File: src/io_pkg.sv
package io_pkg;

    // One request from the core side of the memory bus
    typedef struct packed {
        logic        load;   // Read strobe
        logic        store;  // Write strobe
        logic [31:0] addr;   // Byte address
        logic [31:0] wdata;  // Write data, meaningful only with store
    } io_req_t;

    // Base of the I/O window in the processor address map
    localparam logic [31:0] IO_BASE = 32'h0003_2000;

    // Low address bits that select a register inside the window
    localparam int IO_WINDOW_BITS = 4;

    // Register offsets within the window
    // LED bits are write only, each one switched on by a nonzero store
    localparam logic [3:0] REG_LED0 = 4'd0;
    localparam logic [3:0] REG_LED1 = 4'd1;
    localparam logic [3:0] REG_LED2 = 4'd2;
    localparam logic [3:0] REG_LED3 = 4'd3;

    // Transmitter control and data, both write only
    localparam logic [3:0] REG_TX_EN    = 4'd4;
    localparam logic [3:0] REG_TX_BYTE  = 4'd5;

    // Status and receive registers, read only
    localparam logic [3:0] REG_TX_READY = 4'd6;
    localparam logic [3:0] REG_RX_BYTE  = 4'd7;  // Reading it clears the receive flag
    localparam logic [3:0] REG_RX_READY = 4'd8;

    // Synchronized switch inputs, one bit per offset
    localparam logic [3:0] REG_SW0 = 4'd9;
    localparam logic [3:0] REG_SW1 = 4'd10;
    localparam logic [3:0] REG_SW2 = 4'd11;
    localparam logic [3:0] REG_SW3 = 4'd12;

    // Serial frame is one start bit, this many data bits LSB first, one stop bit
    localparam int UART_DATA_BITS = 8;

endpackage

File: src/uart_rx.sv
module uart_rx #(
    parameter int clks_per_bit = 868
) (
    input  logic       clk,
    input  logic       rst_n,
    input  logic       rxd,
    output logic [7:0] rx_byte,
    output logic       rx_valid
);

    localparam int cnt_w = $clog2(clks_per_bit + 1);
    localparam int idx_w = $clog2(io_pkg::UART_DATA_BITS);

    localparam logic [cnt_w-1:0] last_cnt = cnt_w'(clks_per_bit - 1);
    localparam logic [cnt_w-1:0] half_cnt = cnt_w'(clks_per_bit / 2 - 1);
    localparam logic [idx_w-1:0] last_idx = idx_w'(io_pkg::UART_DATA_BITS - 1);

    typedef enum logic [1:0] {
        s_idle,
        s_start,
        s_data,
        s_stop
    } state_t;

    state_t                            state;
    logic [cnt_w-1:0]                  bit_cnt;
    logic [idx_w-1:0]                  bit_idx;
    logic [io_pkg::UART_DATA_BITS-1:0] shift;
    logic                              rxd_meta;
    logic                              rxd_sync;
    logic                              rxd_prev;
    logic                              fall;
    logic                              bit_end;

    // The serial line is asynchronous to clk
    always_ff @(posedge clk) begin
        if (!rst_n) begin
            rxd_meta <= 1'b1;  // Idle line level
            rxd_sync <= 1'b1;
            rxd_prev <= 1'b1;
        end else begin
            rxd_meta <= rxd;
            rxd_sync <= rxd_meta;
            rxd_prev <= rxd_sync;
        end
    end

    assign fall    = rxd_prev && !rxd_sync;
    assign bit_end = (bit_cnt == last_cnt);

    always_ff @(posedge clk) begin
        if (!rst_n) begin
            state    <= s_idle;
            bit_cnt  <= '0;
            bit_idx  <= '0;
            rx_valid <= 1'b0;
        end else begin
            rx_valid <= 1'b0;
            case (state)
                s_idle: begin
                    if (fall) begin
                        state   <= s_start;
                        bit_cnt <= '0;
                    end
                end
                s_start: begin
                    // Half a bit after the edge we sit in the middle of the start bit
                    if (bit_cnt == half_cnt) begin
                        bit_cnt <= '0;
                        bit_idx <= '0;
                        state   <= rxd_sync ? s_idle : s_data;  // High here means a glitch
                    end else begin
                        bit_cnt <= bit_cnt + 1'b1;
                    end
                end
                s_data: begin
                    if (bit_end) begin
                        bit_cnt <= '0;
                        if (bit_idx == last_idx) begin
                            state <= s_stop;
                        end else begin
                            bit_idx <= bit_idx + 1'b1;
                        end
                    end else begin
                        bit_cnt <= bit_cnt + 1'b1;
                    end
                end
                s_stop: begin
                    if (bit_end) begin
                        bit_cnt  <= '0;
                        rx_valid <= rxd_sync;  // A low stop bit drops the frame
                        state    <= s_idle;
                    end else begin
                        bit_cnt <= bit_cnt + 1'b1;
                    end
                end
                default: state <= s_idle;
            endcase
        end
    end

    // Bits arrive LSB first, so each new one enters at the top
    always_ff @(posedge clk) begin
        if (state == s_data && bit_end) begin
            shift <= {rxd_sync, shift[io_pkg::UART_DATA_BITS-1:1]};
        end
    end

    assign rx_byte = shift;

    // A frame lasts many cycles, so two pulses back to back mean a broken FSM
    a_rx_valid_single: assert property (
        @(posedge clk) disable iff (!rst_n) rx_valid |=> !rx_valid
    ) else $error("rx_valid high on two consecutive cycles");

endmodule

File: src/uart_tx.sv
module uart_tx #(
    parameter int clks_per_bit = 868
) (
    input  logic       clk,
    input  logic       rst_n,
    input  logic [7:0] tx_byte,
    input  logic       tx_start,
    output logic       tx_ready,
    output logic       txd
);

    localparam int cnt_w = $clog2(clks_per_bit + 1);
    localparam int idx_w = $clog2(io_pkg::UART_DATA_BITS);

    localparam logic [cnt_w-1:0] last_cnt = cnt_w'(clks_per_bit - 1);
    localparam logic [idx_w-1:0] last_idx = idx_w'(io_pkg::UART_DATA_BITS - 1);

    typedef enum logic [1:0] {
        s_idle,
        s_start,
        s_data,
        s_stop
    } state_t;

    state_t                            state;
    logic [cnt_w-1:0]                  bit_cnt;
    logic [idx_w-1:0]                  bit_idx;
    logic [io_pkg::UART_DATA_BITS-1:0] shift;
    logic                              txd_q;
    logic                              bit_end;

    assign bit_end = (bit_cnt == last_cnt);

    always_ff @(posedge clk) begin
        if (!rst_n) begin
            state   <= s_idle;
            bit_cnt <= '0;
            bit_idx <= '0;
            txd_q   <= 1'b1;
        end else begin
            case (state)
                s_idle: begin
                    if (tx_start) begin
                        state   <= s_start;
                        bit_cnt <= '0;
                        txd_q   <= 1'b0;  // Start bit
                    end
                end
                s_start: begin
                    if (bit_end) begin
                        state   <= s_data;
                        bit_cnt <= '0;
                        bit_idx <= '0;
                        txd_q   <= shift[0];
                    end else begin
                        bit_cnt <= bit_cnt + 1'b1;
                    end
                end
                s_data: begin
                    if (bit_end) begin
                        bit_cnt <= '0;
                        if (bit_idx == last_idx) begin
                            state <= s_stop;
                            txd_q <= 1'b1;  // Stop bit
                        end else begin
                            bit_idx <= bit_idx + 1'b1;
                            txd_q   <= shift[1];  // Next bit, ahead of the shift below
                        end
                    end else begin
                        bit_cnt <= bit_cnt + 1'b1;
                    end
                end
                s_stop: begin
                    if (bit_end) begin
                        state   <= s_idle;
                        bit_cnt <= '0;
                    end else begin
                        bit_cnt <= bit_cnt + 1'b1;
                    end
                end
                default: state <= s_idle;
            endcase
        end
    end

    always_ff @(posedge clk) begin
        if (state == s_idle && tx_start) begin
            shift <= tx_byte;
        end else if (state == s_data && bit_end) begin
            shift <= shift >> 1;
        end
    end

    assign tx_ready = (state == s_idle);
    assign txd      = txd_q;

    a_idle_line_high: assert property (
        @(posedge clk) disable iff (!rst_n) tx_ready |-> txd
    ) else $error("Serial line low while transmitter reports ready");

endmodule

File: src/gpio.sv
module gpio #(
    parameter int clks_per_bit = 868
) (
    input  logic            clk,
    input  logic            rst_n,
    input  logic            enabled,
    input  io_pkg::io_req_t req,
    output logic [31:0]     rdata,
    output logic [3:0]      led,
    input  logic [3:0]      sw,
    input  logic            uart_txd_in,   // Named from the host side, this is our receive line
    output logic            uart_rxd_out
);

    logic [io_pkg::IO_WINDOW_BITS-1:0] offset;
    logic                              store_hit;
    logic                              load_hit;
    logic                              rx_clear;
    logic [31:0]                       read_data;

    logic       tx_en;
    logic [7:0] tx_byte;
    logic       tx_ready;
    logic [7:0] rx_byte;
    logic       rx_valid;
    logic [7:0] rx_data;
    logic       rx_pending;
    logic [3:0] sw_meta;
    logic [3:0] sw_sync;

    uart_rx #(
        .clks_per_bit(clks_per_bit)
    ) uart_rx_i (
        .clk      (clk),
        .rst_n    (rst_n),
        .rxd      (uart_txd_in),
        .rx_byte  (rx_byte),
        .rx_valid (rx_valid)
    );

    uart_tx #(
        .clks_per_bit(clks_per_bit)
    ) uart_tx_i (
        .clk      (clk),
        .rst_n    (rst_n),
        .tx_byte  (tx_byte),
        .tx_start (tx_en),
        .tx_ready (tx_ready),
        .txd      (uart_rxd_out)
    );

    assign offset    = req.addr[io_pkg::IO_WINDOW_BITS-1:0];
    assign store_hit = enabled && req.store;
    assign load_hit  = enabled && req.load && !req.store;  // Store wins the decode
    assign rx_clear  = load_hit && (offset == io_pkg::REG_RX_BYTE);

    // Switches are board inputs with no relation to clk
    always_ff @(posedge clk) begin
        sw_meta <= sw;
        sw_sync <= sw_meta;
    end

    // Keep the byte until the next frame so software can read it late
    always_ff @(posedge clk) begin
        if (rx_valid) begin
            rx_data <= rx_byte;
        end
    end

    always_comb begin
        case (offset)
            io_pkg::REG_TX_READY: read_data = {31'b0, tx_ready};
            io_pkg::REG_RX_BYTE:  read_data = {24'b0, rx_data};
            io_pkg::REG_RX_READY: read_data = {31'b0, rx_pending};
            io_pkg::REG_SW0:      read_data = {31'b0, sw_sync[0]};
            io_pkg::REG_SW1:      read_data = {31'b0, sw_sync[1]};
            io_pkg::REG_SW2:      read_data = {31'b0, sw_sync[2]};
            io_pkg::REG_SW3:      read_data = {31'b0, sw_sync[3]};
            default:              read_data = '0;  // Write-only and unmapped offsets
        endcase
    end

    always_ff @(posedge clk) begin
        if (!rst_n) begin
            led        <= '0;
            tx_en      <= 1'b0;
            tx_byte    <= '0;
            rx_pending <= 1'b0;
            rdata      <= '0;
        end else begin
            if (store_hit) begin
                case (offset)
                    io_pkg::REG_LED0:    led[0]  <= |req.wdata;
                    io_pkg::REG_LED1:    led[1]  <= |req.wdata;
                    io_pkg::REG_LED2:    led[2]  <= |req.wdata;
                    io_pkg::REG_LED3:    led[3]  <= |req.wdata;
                    io_pkg::REG_TX_EN:   tx_en   <= |req.wdata;
                    io_pkg::REG_TX_BYTE: tx_byte <= req.wdata[7:0];
                    default: ;
                endcase
            end else if (load_hit) begin
                rdata <= read_data;  // Held until the next load in the window
            end

            // A byte landing on the same cycle as the read must not be lost
            if (rx_valid) begin
                rx_pending <= 1'b1;
            end else if (rx_clear) begin
                rx_pending <= 1'b0;
            end
        end
    end

    a_no_load_and_store: assert property (
        @(posedge clk) disable iff (!rst_n) enabled |-> !(req.load && req.store)
    ) else $error("Load and store strobes both high on an I/O request");

endmodule

File: src/io_subsystem.sv
module io_subsystem #(
    parameter int clks_per_bit = 868
) (
    input  logic            clk,
    input  logic            rst_n,
    input  io_pkg::io_req_t req,
    output logic [31:0]     rdata,
    output logic [3:0]      led,
    input  logic [3:0]      sw,
    input  logic            uart_txd_in,
    output logic            uart_rxd_out
);

    localparam logic [31:0] io_page = io_pkg::IO_BASE >> io_pkg::IO_WINDOW_BITS;

    logic [31:0] req_page;
    logic        in_window;

    // Drop the register select bits so only the page of the address is compared
    assign req_page  = req.addr >> io_pkg::IO_WINDOW_BITS;
    assign in_window = (req_page == io_page);

    // The register file only trusts the low address bits when enabled is high
    gpio #(
        .clks_per_bit(clks_per_bit)
    ) gpio_i (
        .clk          (clk),
        .rst_n        (rst_n),
        .enabled      (in_window),
        .req          (req),
        .rdata        (rdata),
        .led          (led),
        .sw           (sw),
        .uart_txd_in  (uart_txd_in),
        .uart_rxd_out (uart_rxd_out)
    );

endmodule

File: config.mk
export PLATFORM = sky130hd
export DESIGN_NAME = io_subsystem
export DESIGN_NICKNAME = d
export VERILOG_FILES = /design/src/io_pkg.sv /design/src/uart_rx.sv /design/src/uart_tx.sv /design/src/gpio.sv /design/src/io_subsystem.sv
export SDC_FILE = /design/constraint.sdc
export NUM_CORES = 1
export LEC_CHECK = 0
export ABC_AREA = 1
export BUFFER_PORTS_ARGS = -buffer_cell sky130_fd_sc_hd__buf_2
export CAP_MARGIN = 20
export CELL_PAD_IN_SITES_DETAIL_PLACEMENT = 1
export CELL_PAD_IN_SITES_GLOBAL_PLACEMENT = 2
export CORE_MARGIN = 8
export CORE_UTILIZATION = 32
export CTS_CLUSTER_DIAMETER = 80
export CTS_CLUSTER_SIZE = 8
export DETAILED_ROUTE_END_ITERATION = 8
export GPL_TIMING_DRIVEN = 0
export HOLD_SLACK_MARGIN = 0.15
export PLACE_DENSITY = 0.94
export RECOVER_POWER = 50
export SLEW_MARGIN = 20
export SYNTH_ARGS = -nofsm -noshare
export SYNTH_HDL_FRONTEND = slang
export SYNTH_SLANG_ARGS = --single-unit
File: constraint.sdc
create_clock -name clk -period 5.75 [get_ports clk]
set_input_delay 0.8625 -clock clk [delete_from_list [all_inputs] [get_ports clk]]
set_output_delay 0.8625 -clock clk [all_outputs]
set_load 0.005 [all_outputs]
==> metrics.cfg, run 1 <==
[status]
outcome=complete, no violations

[clock_network]
clock_sinks=89
clk_latency_ns=0.35
cts_buffers=9
clkTransAtPathRegs_ns=0.07
hold_buffers=0
cts_tree=built
htree_levels=3
post_cts_buffers=0
cts_buffer_depth=2
cts.repair.resized=0
clock-root-buffer=clkbuf_16

[final_layout]
postLayoutCellArea_sq_um=5350
area_growth_pct=23.01
post-route-util_pct=40.40
nNetsFinal=751
diodes=0
drive_gt1_share_pct=21.16
n_fill_cell=1683

[placed_design]
place_ws_ns=3.475
dpl-instance-area_sq_um=5081
dpl.hpwl_um=9732
place.port_buffers=85
place_congestion=0.8189

[grt]
grt.total_usage_pct=14.07
grt_use_met2_pct=24.82
gr-usage-met1_pct=16.15
overflow=0
grt_pass1_vias=4214
grt.busiest_layer=met2
grt_max_degree=18
grtUsageMet3_pct=4.201
antenna_found_initial=0
grt_pass1_wl_um=20440

[yosys]
syn_avg_cell_area_sq_um=7.951
synth_common_cells=nand2_1, nor2_1, dfxtp_1
synthCells=547
synth-seq-cells=89
synth.distinct_cells=35
synth-seq-area-share_pct=46.49
yosysTopAreaCell=dfxtp_1
ys_warn_count=0
netlist_area_sq_um=4349
synth_top_area_share_pct=29.92
ys.flop_type=dfxtp_1
synth_most_common_cell=nand2_1
synth_area_leaders=dfxtp_1, edfxtp_1, nand2_1, nor2_1, a21oi_1
synth-edff-count=24
synthArstFlopShare_pct=0

[die]
dieHeight_um=132.6
rows=42
dieArea_sq_um=17580
die_w_um=132.6
start_util_pct=32.84
ios=110
coreArea_sq_um=13240

[sta]
whs_ns=0.3311
slew_violations=0
setup_viol=0
slew_headroom_pct=47.17
setup_ws_ns=3.629
tns_ns=0
period_needed_ns=2.121
rsz0062_at_grt=no
worstMarginPinSlew_ns=0.7895
period_share_pct=36.89
clock_skew_ns=0.004962
hold_violations=0
max_freq_mhz=471.4

[detailed_routing]
wl_per_cell_um=14.48
drt-pass1-iter-count=6
antenna_left=0
via_count=3909
post-route-drc-count=0
drt-initial-drc-count=171
drt_wl_total_um=12270
viasPerCell=4.615

[critical_path]
path_buf_inv=4
critPathKind=reg -> reg
worstPathArrival_ns=2.36
cpMostUsedCell=inv_1
crit_path_max_incr_delay_ns=0.48
crit_chain=inv_1 -> ha_1 -> inv_1 -> nor2_1 -> inv_1 -> nand2_1 -> inv_1 -> nand3_1 -> nand2_1 -> nand2_1 -> nor2_1
crit_slowest_cell=nor2_1
critPathRequiredTime_ns=5.99
cp_max_fo=8
end_kind=flip-flop
critical_path.top_delay_family=simple AND/OR/NAND/NOR gates
startpoint_type=flip-flop

[worst_hold_path]
min_path_type=reg -> reg

[job]
drv_cap=0

[power]
p_leak_uw=0.002306
power.density_nw_per_um2=262.1
ir_drop_v=0.0001543

-- layout by cell type, fill, tap and decap left out, drive strengths merged --
master | netlist | layout
clkinvlp | 0 | 2
nand3 | 30 | 30
o21bai | 3 | 3
inv | 53 | 57
buf | 29 | 106
a211oi | 1 | 1
nand3b | 2 | 2
dfxtp | 65 | 65
nor3 | 2 | 2
xnor2 | 1 | 1
and2 | 6 | 6
ha | 12 | 12
xor2 | 1 | 1
or2 | 3 | 3
conb | 1 | 24
a21oi | 47 | 47
mux2 | 7 | 7
nor2 | 77 | 77
nand4 | 29 | 29
clkbuf | 5 | 23
o22ai | 1 | 1
edfxtp | 24 | 24
clkinv | 2 | 2
nand2 | 127 | 127
o21ai | 19 | 19
-- state kept, by name (all words and copies together), names as in the netlist, 2 cells and up, named ones only --
register / count
gpio_i.led: 4
gpio_i.uart_tx_i.bit_idx: 3
gpio_i.rx_data: 8
gpio_i.sw_meta: 4
gpio_i.rdata: 8
gpio_i.tx_byte: 8
gpio_i.uart_rx_i.bit_cnt: 10
gpio_i.sw_sync: 4
gpio_i.uart_tx_i.bit_cnt: 10
gpio_i.uart_rx_i.rx_byte: 8
gpio_i.uart_tx_i.shift: 8
gpio_i.uart_rx_i.bit_idx: 3
gpio_i.uart_tx_i.state: 2
-- logic make-up after synthesis --
kind of cell	share of synthesized area, %
AND/OR/NAND/NOR	28.48
flip-flops	46.49
multiplexers	1.813
buffers and inverters	10.76
AO/OA/AOI/OAI	8.516
other	0.08622
XOR/XNOR	0.4028
adder cells (fa/ha/maj)	3.452
-- worst paths after layout --
path | startpoint | to | slack [ns] | cells after the start
setup / recovery | gpio_i.uart_tx_i.state[0] | gpio_i.uart_tx_i.state[1] | 3.63 | 11
hold / removal | gpio_i.sw_meta[2] | gpio_i.sw_sync[2] | 0.33 | 0
hold reg to reg | gpio_i.sw_meta[2] | gpio_i.sw_sync[2] | 0.33 | 0
setup reg to reg | gpio_i.uart_tx_i.state[0] | gpio_i.uart_tx_i.state[1] | 3.63 | 11
-- worst register-to-register path: cells and delay by family, from the launching register on --
kind                     cells  cell delay (ns)
flip-flops                   1             0.33
buffers and inverters        4             0.58
AND/OR/NAND/NOR              6             0.92
adder cells (fa/ha/maj)      1             0.18
-- power by group --
part	internal, uW	total, uW	switching, uW
clock network	328	593	265
logic	55.5	153	97.3
registers	649	656	7.37
total	1030	1400	370
-- final cells by class --
class / count / area [sq um] / share of cell area [%]
plain buffers: 34 / 260.3 / 4.864
clock buffers: 10 / 250.2 / 4.677
clock inverters: 6 / 53.80 / 1.006
inverters: 55 / 207.7 / 3.882
multi-input cells: 392 / 1921 / 35.90
flip-flops and latches: 89 / 2022 / 37.79
well taps: 176 / 220.2 / 4.116
repair buffers: 85 / 415.4 / 7.764
-- metrics by stage --
step | std cells | power [uW]
final | 847 | 1402
after global routing | 847 | 1468
after CTS | 847 | 1425
after detailed placement | 831 | 826.6
after global placement | 831 | 819.7
after floorplan | 570 | 766.3
-- per-layer routing --
layer / up-vias / wire [um]
met4: 0 / 118
met5: - / 0
met3: 13 / 691
li1: 1985 / -
met2: 100 / 5855
met1: 1811 / 5601
Power figures use the tool's default switching activity.
==> run 2: changes to the inputs <==
--- a/config.mk
+++ b/config.mk
@@ -5,19 +5,19 @@
 export SDC_FILE = /design/constraint.sdc
 export NUM_CORES = 1
 export LEC_CHECK = 0
-export ABC_AREA = 1
+export ABC_AREA = 0
 export BUFFER_PORTS_ARGS = -buffer_cell sky130_fd_sc_hd__buf_2
 export CAP_MARGIN = 20
 export CELL_PAD_IN_SITES_DETAIL_PLACEMENT = 1
 export CELL_PAD_IN_SITES_GLOBAL_PLACEMENT = 2
 export CORE_MARGIN = 8
-export CORE_UTILIZATION = 32
+export CORE_UTILIZATION = 29
 export CTS_CLUSTER_DIAMETER = 80
 export CTS_CLUSTER_SIZE = 8
 export DETAILED_ROUTE_END_ITERATION = 8
 export GPL_TIMING_DRIVEN = 0
 export HOLD_SLACK_MARGIN = 0.15
-export PLACE_DENSITY = 0.94
+export PLACE_DENSITY = 0.86
 export RECOVER_POWER = 50
 export SLEW_MARGIN = 20
 export SYNTH_ARGS = -nofsm -noshare
==> constraint.sdc (replaced) <==
create_clock -name clk -period 1.93 [get_ports clk]
set_input_delay 0.2895 -clock clk [delete_from_list [all_inputs] [get_ports clk]]
set_output_delay 0.2895 -clock clk [all_outputs]
set_load 0.005 [all_outputs]
==> run 2 against run 1 <==
- maximum frequency increased by 15%
- largest cell class is now multi-input combinational cells
- final area increased by 4.7%
- cell count decreased by 8.1%
==> metrics.cfg, run 2 <==
[status]
outcome=complete, no violations

[detailed_routing]
drt-pass1-iter-count=4
drt-initial-drc-count=214
post-route-drc-count=0
top_layer_used=met4
met3_length_um=380
viasPerCell=4.925
drt_wl_total_um=12570
wl_per_cell_um=16.15
wl_met2_um=6631
antenna_left=0
via_count=3832
wirelength_met1_um=5375

[yosys]
synth-edff-count=24
ys.flop_type=dfxtp_1
synthAdderAreaFrac_pct=3.393
synthArstFlopShare_pct=0
ys_warn_count=0
synth.distinct_cells=63
synth_area_leaders=dfxtp_1, edfxtp_1, nand2_1, buf_4, ha_1
synthCells=465
yosysTopAreaCell=dfxtp_1
muxShareOfSynthArea_pct=5.683
netlist_area_sq_um=4425
syn_avg_cell_area_sq_um=9.517
synth_common_cells=dfxtp_1, nand2_1, buf_4, edfxtp_1, clkbuf_1
synth-compound-area-share_pct=14.39
synth_top_family_by_area=simple AND/OR/NAND/NOR gates
synthSimpleGateAreaFrac_pct=22.93
synth_top_area_share_pct=29.40
synth-seq-cells=89
synth_most_common_cell=dfxtp_1
synth_xor_area_share_pct=0.3958
synth-seq-area-share_pct=45.69

[critical_path]
crit_chain=ha_2 -> nor2b_4 -> a31oi_2 -> o2111a_1 -> or3b_2
critPathKind=reg -> reg
cp_max_fo=6
end_kind=flip-flop
startpoint_type=flip-flop
crit_path_max_incr_delay_ns=0.46
critPathRequiredTime_ns=2.15
worstPathArrival_ns=2.07
critical_path.top_delay_family=simple AND/OR/NAND/NOR gates
crit_slowest_cell=or3b_2
path_buf_inv=0

[die]
ios=110
die_w_um=139.5
dieHeight_um=139.5
dieArea_sq_um=19470
rows=45
coreArea_sq_um=15030
start_util_pct=29.44

[clock_network]
post_cts_buffers=0
cts_buffers=9
clkTransAtPathRegs_ns=0.07
clk_latency_ns=0.35
htree_levels=3
clock-root-buffer=clkbuf_16
cts_buffer_depth=2
cts_tree=built
clock_sinks=89

[final_layout]
area_growth_pct=26.52
final_cell_mix=buf_2, dfxtp_1, nand2_1
final_common_cell=buf_2
nNetsFinal=670
diodes=0
top_regs=gpio_i.uart_rx_i.bit_cnt: 10 flops, gpio_i.uart_tx_i.bit_cnt: 10 flops
drive_gt1_share_pct=26.44

[power]
design_power_total_uw=4315
p_leak_uw=0.002109
power.density_nw_per_um2=770.6
ir_drop_v=0.0004086

[worst_hold_path]
min_path_type=in -> reg

[sta]
period_share_pct=95.90
setup_viol=0
period_needed_ns=1.851
clock_skew_ns=0.007347
slew_headroom_pct=48.60
max_freq_mhz=540.3
worstMarginPinSlew_ns=0.7653
slew_violations=0
rsz0062_at_grt=yes
hold_violations=0
setup_ws_ns=0.07918

[grt]
grt_pass1_wl_um=20450
grt.total_usage_pct=12.92
antenna_found_initial=0
overflow=0
grt_pass1_vias=4073
grt_max_degree=17

[placed_design]
place.port_buffers=83
place_ws_ns=-0.3438
place_congestion=0.8170
dpl.hpwl_um=9749

[job]
drv_cap=0

run 2: cell count changes after synthesis, moves of 9 or more:
cell / change
nor4_1: +18
nand2b_1: +12
mux2i_1: +15
nand4_1: -21
nor2_1: -56
clkbuf_1: +16
nand2_1: -64
nor3_1: +15
a21oi_1: -27
inv_1: -38
or4_1: +9
nand3_1: -17
run 2: through the flow:
step	instances	cell area [sq um]	hold WS [ns]	TNS, ns	utilization [%]
finish	778	5599	0.2058	0	37.25
global route	778	5599	0.2051	-0.002675	37.25
CTS	778	5547	0.1959	0	36.90
detailed placement	759	5162	0.3175	-6.708	34.34
global placement	759	5162	0.3142	-3.371	34.34
floorplan	488	4512	0.3096	0	-
run 2: tightest hold or removal path, stage by stage:
cell and delay [ns]:
buf_2 0.10, nand2_1 0.05, mux2i_1 0.05
run 2: layer usage:
metal  vias to the layer above  GRT usage (%)
met2                        62          23.26
met4                         0          4.629
met3                        15          3.078
li1                       1924              -
met5                         -              0
met1                      1831          14.59
run 2: what timing repair did:
item | CTS | global route
setup endpoints to repair | 44 | 29
hold buffers | 5 | 0
resized for setup | 12 | 18
hold endpoints to repair | 5 | 0
run 2: path summary, 6_finish.rpt:
kind | endpoint | slack, ns | start | depth (start not counted)
worst max-delay path | gpio_i.uart_tx_i.state[0] | 0.08 | gpio_i.uart_tx_i.bit_cnt[1] | 5
worst max register to register | gpio_i.uart_tx_i.state[0] | 0.08 | gpio_i.uart_tx_i.bit_cnt[1] | 5
worst min register to register | gpio_i.sw_sync[1] | 0.33 | gpio_i.sw_meta[1] | 0
worst min-delay path | gpio_i.tx_byte[2] | 0.21 | req[2] | 3
run 2: logic make-up (layout without fill, tap and decap cells):
group,Yosys count,in the layout
muxes,23,23
and+or+nand+nor,184,184
other,1,24
xor gates and xnor gates,2,2
buffers and inverters,63,165
adders and majority gates,12,12
AOI/OAI and AO/OA,91,91
DFF,89,89
run 2: final cells by class:
cell class	instances	area (sq um)
fillers	1764	9434
repair buffers	88	450.4
inverters	15	56.30
flip-flops and latches	89	2023
clock inverters	6	47.55
plain buffers	46	272.8
clock buffers	10	250.2
multi-input cells	336	2263
well taps	188	235.2
run 2: power by group:
| part | internal (uW) | switching, uW | total, uW |
|---|---|---|---|
| sequential | 1940 | 29.5 | 1970 |
| clock | 963 | 780 | 1740 |
| combinational | 258 | 344 | 602 |
